<file path="src/hw/rvv_alu_pkg.sv">
// vector ALU package
// micro-op and result types, the element-union view of a register slice,
// and the opcode and element-width encodings
`default_nettype none

package rvv_alu_pkg;

  // reorder-buffer tag width, carried through untouched
  localparam int ROB_ENTRY_W = 4;

  typedef enum logic [2:0] {
    OP_VADD  = 3'd0,
    OP_VSUB  = 3'd1,
    OP_VAND  = 3'd2,
    OP_VOR   = 3'd3,
    OP_VXOR  = 3'd4,
    OP_VMINU = 3'd5,
    OP_VMAXU = 3'd6
  } alu_op_e;

  typedef enum logic {
    SEW8  = 1'b0,
    SEW16 = 1'b1
  } sew_e;

  // one 32-bit slice, read as four bytes or two halfwords depending on SEW
  typedef union packed {
    logic [3:0][7:0]  b;
    logic [1:0][15:0] h;
  } vreg_slice_u;

  // micro-op held in the reservation station
  typedef struct packed {
    logic [ROB_ENTRY_W-1:0] rob_entry;
    alu_op_e                opcode;
    sew_e                   sew;
    vreg_slice_u            vs1;
    vreg_slice_u            vs2;
  } ALU_RS_t;

  // result sent toward the reorder buffer
  typedef struct packed {
    logic [ROB_ENTRY_W-1:0] rob_entry;
    vreg_slice_u            vd_data;
  } ALU2ROB_t;

endpackage

`default_nettype wire

</file>
<file path="src/hw/rvv_alu.sv">
// vector ALU pair
// two ALU units on the station's two oldest entries, with in-order pop
`timescale 1ns/10ps
`default_nettype none

module rvv_alu (
  input  rvv_alu_pkg::ALU_RS_t      alu_uop0_rs2ex,
  input  rvv_alu_pkg::ALU_RS_t      alu_uop1_rs2ex,
  input  wire logic                 fifo_empty_rs2ex,
  input  wire logic                 fifo_1left_to_empty_rs2ex,
  output logic                      pop0_ex2rs,
  output logic                      pop1_ex2rs,
  output logic                      result0_valid_ex2rob,
  output rvv_alu_pkg::ALU2ROB_t     result0_ex2rob,
  input  wire logic                 result0_ready_rob2alu,
  output logic                      result1_valid_ex2rob,
  output rvv_alu_pkg::ALU2ROB_t     result1_ex2rob,
  input  wire logic                 result1_ready_rob2alu
);

  logic alu_uop0_valid_rs2ex;
  logic alu_uop1_valid_rs2ex;

  assign alu_uop0_valid_rs2ex = !fifo_empty_rs2ex;
  // second entry exists only with two or more held
  assign alu_uop1_valid_rs2ex = !fifo_empty_rs2ex && !fifo_1left_to_empty_rs2ex;

  // lane 1 never leaves ahead of lane 0
  assign pop0_ex2rs = alu_uop0_valid_rs2ex && result0_valid_ex2rob && result0_ready_rob2alu;
  assign pop1_ex2rs = pop0_ex2rs && alu_uop1_valid_rs2ex &&
                      result1_valid_ex2rob && result1_ready_rob2alu;

  rvv_alu_unit u_alu_unit0 (
    .alu_uop_valid       (alu_uop0_valid_rs2ex),
    .alu_uop             (alu_uop0_rs2ex),
    .result_valid_ex2rob (result0_valid_ex2rob),
    .result_ex2rob       (result0_ex2rob)
  );

  rvv_alu_unit u_alu_unit1 (
    .alu_uop_valid       (alu_uop1_valid_rs2ex),
    .alu_uop             (alu_uop1_rs2ex),
    .result_valid_ex2rob (result1_valid_ex2rob),
    .result_ex2rob       (result1_ex2rob)
  );

endmodule

`default_nettype wire

</file>
<file path="src/hw/rvv_alu_rob.sv">
// ALU commit buffer
// two write ports filled in lane order, one retire per cycle from the head
`timescale 1ns/10ps
`default_nettype none

module rvv_alu_rob #(
  parameter int ROB_BUF_DEPTH = 4
) (
  input  wire logic                 clk,
  input  wire logic                 rst_n,
  input  wire logic                 result0_valid_ex2rob,
  input  rvv_alu_pkg::ALU2ROB_t     result0_ex2rob,
  output logic                      result0_ready_rob2alu,
  input  wire logic                 result1_valid_ex2rob,
  input  rvv_alu_pkg::ALU2ROB_t     result1_ex2rob,
  output logic                      result1_ready_rob2alu,
  output logic                      retire_valid,
  output rvv_alu_pkg::ALU2ROB_t     retire_data,
  input  wire logic                 retire_ready
);

  localparam int PTR_W = $clog2(ROB_BUF_DEPTH);
  localparam int CNT_W = PTR_W + 1;

  rvv_alu_pkg::ALU2ROB_t mem [ROB_BUF_DEPTH];

  logic [PTR_W-1:0] rd_ptr;
  logic [PTR_W-1:0] wr_ptr;
  logic [PTR_W-1:0] wr1_slot;
  logic [CNT_W-1:0] count;
  logic             wr0;
  logic             wr1;
  logic             retire;

  // readys from registered occupancy, a same-cycle retire is not counted
  assign result0_ready_rob2alu = (count <= CNT_W'(ROB_BUF_DEPTH - 1));
  assign result1_ready_rob2alu = (count <= CNT_W'(ROB_BUF_DEPTH - 2));

  assign wr0    = result0_valid_ex2rob && result0_ready_rob2alu;
  assign wr1    = result1_valid_ex2rob && result1_ready_rob2alu;
  assign retire = retire_valid && retire_ready;

  // lane 1 takes the slot after lane 0 when both write
  assign wr1_slot = wr0 ? wr_ptr + PTR_W'(1) : wr_ptr;

  assign retire_valid = (count != '0);
  assign retire_data  = mem[rd_ptr];

  always_ff @(posedge clk) begin
    if (!rst_n) begin
      rd_ptr <= '0;
      wr_ptr <= '0;
      count  <= '0;
    end else begin
      wr_ptr <= wr_ptr + PTR_W'(wr0) + PTR_W'(wr1);
      if (retire) begin
        rd_ptr <= rd_ptr + PTR_W'(1);
      end
      count <= count + CNT_W'(wr0) + CNT_W'(wr1) - CNT_W'(retire);
    end
  end

  always_ff @(posedge clk) begin
    if (wr0) begin
      mem[wr_ptr] <= result0_ex2rob;
    end
    if (wr1) begin
      mem[wr1_slot] <= result1_ex2rob;
    end
  end

endmodule

`default_nettype wire

</file>
<file path="src/hw/rvv_alu_rs.sv">
// ALU reservation station
// in-order circular buffer that shows its two oldest micro-ops
// and retires 0, 1 or 2 of them per cycle
`timescale 1ns/10ps
`default_nettype none

module rvv_alu_rs #(
  parameter int RS_DEPTH = 8
) (
  input  wire logic                 clk,
  input  wire logic                 rst_n,
  input  wire logic                 push,
  input  rvv_alu_pkg::ALU_RS_t      uop_in,
  output logic                      rs_full,
  output rvv_alu_pkg::ALU_RS_t      alu_uop0_rs2ex,
  output rvv_alu_pkg::ALU_RS_t      alu_uop1_rs2ex,
  output logic                      fifo_empty_rs2ex,
  output logic                      fifo_1left_to_empty_rs2ex,
  input  wire logic                 pop0_ex2rs,
  input  wire logic                 pop1_ex2rs
);

  localparam int PTR_W = $clog2(RS_DEPTH);
  localparam int CNT_W = PTR_W + 1;

  rvv_alu_pkg::ALU_RS_t mem [RS_DEPTH];

  logic [PTR_W-1:0] rd_ptr;
  logic [PTR_W-1:0] wr_ptr;
  logic [CNT_W-1:0] count;
  logic             push_ok;
  logic [1:0]       pop_num;

  // a push into a full station is dropped
  assign push_ok = push && !rs_full;

  // pop1 only comes with pop0, so this is 0, 1 or 2
  assign pop_num = {1'b0, pop0_ex2rs} + {1'b0, pop1_ex2rs};

  assign rs_full                   = (count == CNT_W'(RS_DEPTH));
  assign fifo_empty_rs2ex          = (count == '0);
  assign fifo_1left_to_empty_rs2ex = (count == CNT_W'(1));

  // two oldest entries, pointer wraps on its own width
  assign alu_uop0_rs2ex = mem[rd_ptr];
  assign alu_uop1_rs2ex = mem[rd_ptr + PTR_W'(1)];

  always_ff @(posedge clk) begin
    if (!rst_n) begin
      rd_ptr <= '0;
      wr_ptr <= '0;
      count  <= '0;
    end else begin
      if (push_ok) begin
        wr_ptr <= wr_ptr + PTR_W'(1);
      end
      rd_ptr <= rd_ptr + PTR_W'(pop_num);
      // push and pops land in the same update
      count  <= count + CNT_W'(push_ok) - CNT_W'(pop_num);
    end
  end

  // storage
  always_ff @(posedge clk) begin
    if (push_ok) begin
      mem[wr_ptr] <= uop_in;
    end
  end

endmodule

`default_nettype wire

</file>
<file path="src/hw/rvv_alu_top.sv">
// vector ALU execution stage
// reservation station, dual ALU and commit buffer
`timescale 1ns/10ps
`default_nettype none

module rvv_alu_top #(
  parameter int RS_DEPTH      = 8,
  parameter int ROB_BUF_DEPTH = 4
) (
  input  wire logic                 clk,
  input  wire logic                 rst_n,
  input  wire logic                 push,
  input  rvv_alu_pkg::ALU_RS_t      uop_in,
  output logic                      rs_full,
  output logic                      retire_valid,
  output rvv_alu_pkg::ALU2ROB_t     retire_data,
  input  wire logic                 retire_ready
);

  rvv_alu_pkg::ALU_RS_t  alu_uop0_rs2ex;
  rvv_alu_pkg::ALU_RS_t  alu_uop1_rs2ex;
  logic                  fifo_empty_rs2ex;
  logic                  fifo_1left_to_empty_rs2ex;
  logic                  pop0_ex2rs;
  logic                  pop1_ex2rs;
  logic                  result0_valid_ex2rob;
  logic                  result1_valid_ex2rob;
  rvv_alu_pkg::ALU2ROB_t result0_ex2rob;
  rvv_alu_pkg::ALU2ROB_t result1_ex2rob;
  logic                  result0_ready_rob2alu;
  logic                  result1_ready_rob2alu;

  rvv_alu_rs #(
    .RS_DEPTH (RS_DEPTH)
  ) u_alu_rs (
    .clk                       (clk),
    .rst_n                     (rst_n),
    .push                      (push),
    .uop_in                    (uop_in),
    .rs_full                   (rs_full),
    .alu_uop0_rs2ex            (alu_uop0_rs2ex),
    .alu_uop1_rs2ex            (alu_uop1_rs2ex),
    .fifo_empty_rs2ex          (fifo_empty_rs2ex),
    .fifo_1left_to_empty_rs2ex (fifo_1left_to_empty_rs2ex),
    .pop0_ex2rs                (pop0_ex2rs),
    .pop1_ex2rs                (pop1_ex2rs)
  );

  rvv_alu u_alu (
    .alu_uop0_rs2ex            (alu_uop0_rs2ex),
    .alu_uop1_rs2ex            (alu_uop1_rs2ex),
    .fifo_empty_rs2ex          (fifo_empty_rs2ex),
    .fifo_1left_to_empty_rs2ex (fifo_1left_to_empty_rs2ex),
    .pop0_ex2rs                (pop0_ex2rs),
    .pop1_ex2rs                (pop1_ex2rs),
    .result0_valid_ex2rob      (result0_valid_ex2rob),
    .result0_ex2rob            (result0_ex2rob),
    .result0_ready_rob2alu     (result0_ready_rob2alu),
    .result1_valid_ex2rob      (result1_valid_ex2rob),
    .result1_ex2rob            (result1_ex2rob),
    .result1_ready_rob2alu     (result1_ready_rob2alu)
  );

  rvv_alu_rob #(
    .ROB_BUF_DEPTH (ROB_BUF_DEPTH)
  ) u_alu_rob (
    .clk                   (clk),
    .rst_n                 (rst_n),
    .result0_valid_ex2rob  (result0_valid_ex2rob),
    .result0_ex2rob        (result0_ex2rob),
    .result0_ready_rob2alu (result0_ready_rob2alu),
    .result1_valid_ex2rob  (result1_valid_ex2rob),
    .result1_ex2rob        (result1_ex2rob),
    .result1_ready_rob2alu (result1_ready_rob2alu),
    .retire_valid          (retire_valid),
    .retire_data           (retire_data),
    .retire_ready          (retire_ready)
  );

endmodule

`default_nettype wire

</file>
<file path="src/hw/rvv_alu_unit.sv">
// vector ALU unit
// combinational element-wise add, sub, logic ops and unsigned min/max
// on one 32-bit slice, with SEW 8 or 16
`timescale 1ns/10ps
`default_nettype none

module rvv_alu_unit (
  input  wire logic                 alu_uop_valid,
  input  rvv_alu_pkg::ALU_RS_t      alu_uop,
  output logic                      result_valid_ex2rob,
  output rvv_alu_pkg::ALU2ROB_t     result_ex2rob
);

  // one element op, vs2 op vs1
  // bytes are zero-extended so the same code serves both widths
  function automatic logic [15:0] elem_op(
    input logic [15:0]          a,
    input logic [15:0]          b,
    input rvv_alu_pkg::alu_op_e op
  );
    logic [15:0] res;
    case (op)
      rvv_alu_pkg::OP_VADD:  res = a + b;
      rvv_alu_pkg::OP_VSUB:  res = a - b;
      rvv_alu_pkg::OP_VAND:  res = a & b;
      rvv_alu_pkg::OP_VOR:   res = a | b;
      rvv_alu_pkg::OP_VXOR:  res = a ^ b;
      rvv_alu_pkg::OP_VMINU: res = (a < b) ? a : b;
      rvv_alu_pkg::OP_VMAXU: res = (a > b) ? a : b;
      default:               res = '0;
    endcase
    return res;
  endfunction

  rvv_alu_pkg::vreg_slice_u vs1;
  rvv_alu_pkg::vreg_slice_u vs2;
  rvv_alu_pkg::vreg_slice_u vd;
  logic [15:0]              byte_res [4];

  assign vs1 = alu_uop.vs1;
  assign vs2 = alu_uop.vs2;

  // byte lanes, only the low 8 bits are kept
  always_comb begin
    for (int i = 0; i < 4; i++) begin
      byte_res[i] = elem_op({8'h00, vs2.b[i]}, {8'h00, vs1.b[i]}, alu_uop.opcode);
    end
  end

  always_comb begin
    vd = '0;
    if (alu_uop.sew == rvv_alu_pkg::SEW8) begin
      for (int i = 0; i < 4; i++) begin
        vd.b[i] = byte_res[i][7:0];
      end
    end else begin
      // halfword view
      for (int i = 0; i < 2; i++) begin
        vd.h[i] = elem_op(vs2.h[i], vs1.h[i], alu_uop.opcode);
      end
    end
  end

  assign result_valid_ex2rob     = alu_uop_valid;
  assign result_ex2rob.rob_entry = alu_uop.rob_entry;
  assign result_ex2rob.vd_data   = vd;

endmodule

`default_nettype wire

</file>
<file path="config.mk">
export PLATFORM = sky130hd
export DESIGN_NAME = rvv_alu_top
export DESIGN_NICKNAME = d
export VERILOG_FILES = /design/src/hw/rvv_alu_pkg.sv /design/src/hw/rvv_alu.sv /design/src/hw/rvv_alu_rob.sv /design/src/hw/rvv_alu_rs.sv /design/src/hw/rvv_alu_top.sv /design/src/hw/rvv_alu_unit.sv
export SDC_FILE = /design/constraint.sdc
export NUM_CORES = 2
export LEC_CHECK = 0
export BUFFER_PORTS_ARGS = -buffer_cell sky130_fd_sc_hd__buf_2
export CAP_MARGIN = 15
export CELL_PAD_IN_SITES_DETAIL_PLACEMENT = 1
export CELL_PAD_IN_SITES_GLOBAL_PLACEMENT = 1
export CORE_MARGIN = 5
export CORE_UTILIZATION = 30
export CTS_CLUSTER_SIZE = 10
export DETAILED_ROUTE_END_ITERATION = 12
export PLACE_DENSITY = 0.61
export SYNTH_ARGS = -nofsm -noshare
export SYNTH_HDL_FRONTEND = slang
export SYNTH_SLANG_ARGS = --single-unit
</file>
<file path="constraint.sdc">
create_clock -name clk -period 7.4 [get_ports clk]
set_input_delay 0.37 -clock clk [delete_from_list [all_inputs] [get_ports clk]]
set_output_delay 0.37 -clock clk [all_outputs]
set_load 0.01 [all_outputs]
</file>
### Word level (Yosys, flattened, before mapping)

Memory sizes are Yosys's and may differ from the RTL's. A register that Yosys moved wholly into a read port is not among the register bits.
Index checks and enable logic that the tools add are counted.

| cells by class | value |
|---|---|
| $add $sub $neg | 37 |
| $lt $le $gt $ge | 26 |
| equality and inequality tests | 14 |
| muxes and demuxes | 48 |
| bitwise logic cells | 36 |
| reduce and logical (&&, ||, !) cells | 15 |

Operators with widths:

| kind | number |
|---|---|
| $pmux 16 s7 | 4 |
| $pmux 8 s7 | 8 |
| $mux 16 | 8 |
| $mux 8 | 16 |
| $add 16x16->16 | 4 |
| $add 8x8->8 | 8 |
| $and 16x16->16 | 4 |
| $and 8x8->8 | 8 |
| $gt 16x16->1 | 4 |
| $gt 8x8->1 | 8 |
| $lt 16x16->1 | 4 |
| $lt 8x8->1 | 8 |
| $mux 32 | 2 |
| $or 16x16->16 | 4 |
| $or 8x8->8 | 8 |
| $sub 16x16->16 | 4 |
| $sub 8x8->8 | 8 |
| $xor 16x16->16 | 4 |
| $xor 8x8->8 | 8 |
| $eq 3x3->1 const B | 6 |
| $eq 3x2->1 const B | 4 |
| $logic_and 1x1->1 | 8 |
| $add 3x1->3 | 2 |
| $add 3x1->3 const B | 2 |
| 18 further kinds | 32 |

| word-level totals | value |
|---|---|
| bits in registers | 17 |
| bits in writable memories | 720 |
| input port bits | 76 |
| output and inout bits | 38 |
| logic and storage cells | 184 |
| memories kept | 2 |

Memory list:

| memory | words | width | read ports | clocked after Yosys merged registers in | write ports | line | RTL |
|---|---|---|---|---|---|---|---|
| u_alu_rs.mem | 8 | 72 | 2 | 1 | 1 | rvv_alu_rs.sv:26 | `rvv_alu_pkg::ALU_RS_t mem [RS_DEPTH];` |
| u_alu_rob.mem | 4 | 36 | 1 | 1 | 2 | rvv_alu_rob.sv:25 | `rvv_alu_pkg::ALU2ROB_t mem [ROB_BUF_DEPTH];` |

### Longest topological paths before layout

| depth | value |
|---|---|
| depth in word-level cells | 9 |
| mapped depth | 26 |
| gate-level depth less buffers | 17 |

### Cells and area by module

Synthesis repeated with hierarchy kept, for this count alone.

| unflattened totals | value |
|---|---|
| cell total of the unflattened synthesis | 3722 |
| area, all modules | 49837.8 um2 |

By module, submodules not included:

| module | times used | cells an instance | area each (um2) |
|---|---|---|---|
| rvv_alu_rs | 1 | 1160 | 27171.1 |
| rvv_alu_rob | 1 | 422 | 7977.7 |
| rvv_alu_unit at u_alu.u_alu_unit0 | 1 | 1062 | 7345.8 |
| rvv_alu_unit at u_alu.u_alu_unit1 | 1 | 1072 | 7312.0 |
| rvv_alu | 1 | 6 | 31.3 |

### Least setup slack after synthesis

OpenSTA, ideal clock, no wires.

| timing | value |
|---|---|
| kind | register -> register |
| start | register u_alu_rs.count[2] |
| end | memory u_alu_rs.mem[0][0] (netlist bit), enable pin |
| library setup time | 0.591 ns |
| arrival time | 6.041 ns |
| data required time | 6.809 ns |
| setup slack | 0.769 ns |
| stages on the path, launching flop included | 8 |
| path buffers | 1 |
| period minus slack after synthesis | 6.631 ns |
| path through | dfxtp_1 inv_1 ha_1 nor3b_1 nor2b_1 clkbuf_1 nand2b_1 nor3_1 |

| between the ends | value |
|---|---|
| longest elaborated chain between the ends | 5 |

RTL lines:

| element | line | RTL |
|---|---|---|
| from (decl) | rvv_alu_rs.sv:30 | `logic [CNT_W-1:0] count;` |
| from (signal assigned) | rvv_alu_rs.sv:59 | `count <= count + CNT_W'(push_ok) - CNT_W'(pop_num);` |
| $eq 4x4->1 | rvv_alu_rs.sv:40 | `assign rs_full = (count == CNT_W'(RS_DEPTH));` |
| named net rs_full | rvv_alu_top.sv:14 | `output logic rs_full,` |
| $logic_not 1->1 | rvv_alu_rs.sv:35 | `assign push_ok = push && !rs_full;` |
| $logic_and 1x1->1 | rvv_alu_rs.sv:35 |  |
| named net u_alu_rs.push_ok | rvv_alu_rs.sv:31 | `logic push_ok;` |
| $mux 1 | rvv_alu_rs.sv:65 | `if (push_ok) begin` |
| $mux 1 (implied by the code) | rvv_alu_rs.sv:66 | `mem[wr_ptr] <= uop_in;` |
| to (decl) | rvv_alu_rs.sv:26 |  |

The timed path passes the listed nets, and every way through them passes these cells.

==> results.cfg <==
[global_route]
grt_pass1_vias = 37200
grt-ovfl-total = 0
grt_max_degree = 97
grt_pass1_wl_um = 259000
antenna_found_initial = 8
grt_usage_pct = 20.5

[cts]
cts.sinks = 739
clock_latency_ns = 0.73
ctsLongestPathBuffers = 3
clockRootBuffer = clkbuf_16
htree_levels = 3
cts-buffers-inserted = 90
clk_pin_slew_worst_paths_ns = 0.06
cts_tree = done

[route]
ant_nets = 0
drt-wirelength-per-cell_um = 28.2
drtIter0Drc = 3263
routed_wl_um = 177000
drc = 0
vias = 35700
via_per_inst = 5.69
dr.pass1.iters = 5

[layout]
layout.nets = 4395
multi_input_area_sq_um = 24400
seq_area_sq_um = 22000
fillers = 17400
syn2layout_area_growth_pct = 13.8
drive_gt1_share_pct = 19.8

[sta]
period_needed_ns = 6.67
max_freq_mhz = 150
slew_viol_final = 0
skew_ns = 0.0428
grt_setup_unrepaired = false
period_share_pct = 90.2
tightestPinTransition_ns = 1.21
setup_violations = 0
hold_violations = 0
relSlewSlack_pct = 19.2
setup_tns_ns = 0

[job]
cap_viol_max_count = 0

[floorplanning]
die-height_um = 411
num_rows = 147
initial_core_util_pct = 30.2
die_x_um = 411
dieArea_sq_um = 169000
io_pins = 114
coreArea_sq_um = 160000

[worst_setup_path]
end_kind = register
critPathRequiredTime_ns = 7.82
worst_r2r_path_depth = 14
r2r_slack_ns = 0.73
rr_startpoint = u_alu_rs.rd_ptr[0]$_SDFF_PN0_
path_class = reg -> reg
cp-start-kind = register
arrival_ns = 7.09
reg2reg_to = u_alu_rob.mem[0][25]$_DFFE_PP_
critical_path.max_fanout = 91

[logic_synthesis]
synth_top_family_by_area = multiplexers
synthMuxAreaShare_pct = 20.1
synth_compound_area_share_pct = 13.4
synth_edf_count = 720
synth_fp_nets = 4258
synth.avg_cell_area_sq_um = 12.3
synth_cell_type_count = 106
synthFlopType = edfxtp_1
async_flop_share_pct = 0
synthAdderAreaFrac_pct = 6.92
synthXorXnorAreaFrac_pct = 1.71
synthSimpleGateAreaFrac_pct = 8.05
yosysWarnings = 0
synthesis.area_sq_um = 48400
syn_inst = 3927
synth_seq_cells = 739
ys_seq_area_share_pct = 45.5

[placement]
hpwl_um = 123000
port_buffers = 113
globalplace.congestion = 0.913

[run_status]
status = finished, final reports clean

[min_path]
min_to = u_alu_rs.count[3]$_SDFF_PN0_
min_from = rst_n
min_path_cells = 2
hold_class = in -> reg
==> synthesized netlist by cell type (all sizes together), types with 31 or more instances <==
cell type	instances	area share, %
o211ai	42	0.66
a221o	38	0.79
buf	162	1.9
o21ai	170	1.8
nor3	56	0.64
nor2	291	2.3
mux2	40	0.95
nand3	32	0.33
o22ai	50	0.66
mux2i	207	4.4
mux4	317	15
ha	234	6.1
clkbuf	105	0.82
a22oi	44	0.68
a221oi	34	0.64
a211oi	56	0.91
and2	39	0.50
nand2	331	2.6
edfxtp	720	45
a21oi	239	2.5
xnor2	76	1.4
a21o	31	0.48
inv	199	1.5
==> kinds of logic (layout without fill, tap and decap cells) <==
logic type	count (synthesis)	count (layout)
compound gates	935	935
other cells	0	6
xor+xnor	92	92
flops	739	739
simple gates	873	873
mux	564	564
fa+ha+maj	255	255
buf+inv	469	653
==> placed cells by master, fill, tap and decap left out, drive strengths merged, types with 56 or more instances in the layout <==
| cell | synthesis | final |
|---|---|---|
| edfxtp | 720 | 720 |
| nand2 | 331 | 331 |
| mux4 | 317 | 317 |
| nor2 | 291 | 291 |
| buf | 162 | 240 |
| a21oi | 239 | 239 |
| ha | 234 | 234 |
| mux2i | 207 | 207 |
| inv | 199 | 203 |
| o21ai | 170 | 170 |
| clkbuf | 105 | 117 |
| xnor2 | 76 | 76 |
| dlygate4sd3 | 0 | 72 |
| a211oi | 56 | 56 |
| nor3 | 56 | 56 |
==> area by class of cell <==
class	instances	share of cell area, %
repair buffers	312	4.41
flip-flops and latches	739	40.0
well taps	2160	4.91
clock inverters	22	0.543
inverters	202	1.38
diodes	6	0.0273
clock buffers	117	4.33
multi-input cells	2719	44.4
==> routing by layer <==
metal  global-route usage, %  vias up  routed length, um
met1                    26.6    18800              74300
li1                        -    15500                  -
met3                    2.90      248               9920
met4                    7.48        2               6430
met5                       0        -                 13
met2                    34.9     1176              86100
==> flip-flops by register name, indices dropped and copies added, names as in the netlist, named ones only <==
register          count
u_alu_rob.count       3
u_alu_rob.mem       144
u_alu_rob.rd_ptr      2
u_alu_rob.wr_ptr      2
u_alu_rs.count        4
u_alu_rs.mem        576
u_alu_rs.rd_ptr       3
u_alu_rs.wr_ptr       3
==> stage by stage <==
step	setup WS [ns]	area [sq um]	utilization, %	std cells	hold WS [ns]
2_1_floorplan	0.769	48400	-	3927	0.469
3_3_place_gp	0.821	51600	32.2	6059	0.502
3_5_place_dp	0.757	51600	32.2	6059	0.511
4_1_cts	0.733	55000	34.3	6270	0.131
5_1_grt	0.333	55000	34.3	6273	0.170
6_report	0.726	55000	34.3	6277	0.172
==> how the worst max path moves through the flow <==
stage | startpoint | endpoint | slack (ns)
floorplan | u_alu_rs.count[2]$_SDFF_PN0_ | u_alu_rs.mem[0][0]$_DFFE_PP_ | 0.77
global placement | u_alu_rs.rd_ptr[0]$_SDFF_PN0_ | u_alu_rob.mem[1][18]$_DFFE_PP_ | 0.82
detailed placement | u_alu_rs.rd_ptr[0]$_SDFF_PN0_ | u_alu_rob.mem[2][18]$_DFFE_PP_ | 0.76
CTS | u_alu_rs.rd_ptr[0]$_SDFF_PN0_ | u_alu_rob.mem[1][18]$_DFFE_PP_ | 0.73
global route | u_alu_rs.rd_ptr[0]$_SDFF_PN0_ | u_alu_rob.mem[1][18]$_DFFE_PP_ | 0.33
finish | u_alu_rs.rd_ptr[0]$_SDFF_PN0_ | u_alu_rob.mem[0][25]$_DFFE_PP_ | 0.73
==> worst max-delay path, cell delays in order, from the launching register on <==
cell       delay [ns]
dfxtp_4          0.54
buf_12           0.48
mux4_2           0.58
mux2i_1          0.54
ha_1             0.44
clkinv_1         0.31
a21oi_1          0.29
a21boi_0         0.18
a2111oi_4        0.85
or2_0            0.66
nor2_1           0.09
a21oi_1          0.14
o211ai_1         0.11
o211ai_1         0.78
o32ai_1          0.26
==> repair_timing <==
action,CTS,global route
setup buffers,0,0
resized for setup,0,0
endpoints found under the hold margin,576,0
hold buffers,72,0
Power is left out: the tool's default activity adds up to more than one toggle a clock period on the data nets, which glitch-free logic cannot reach.
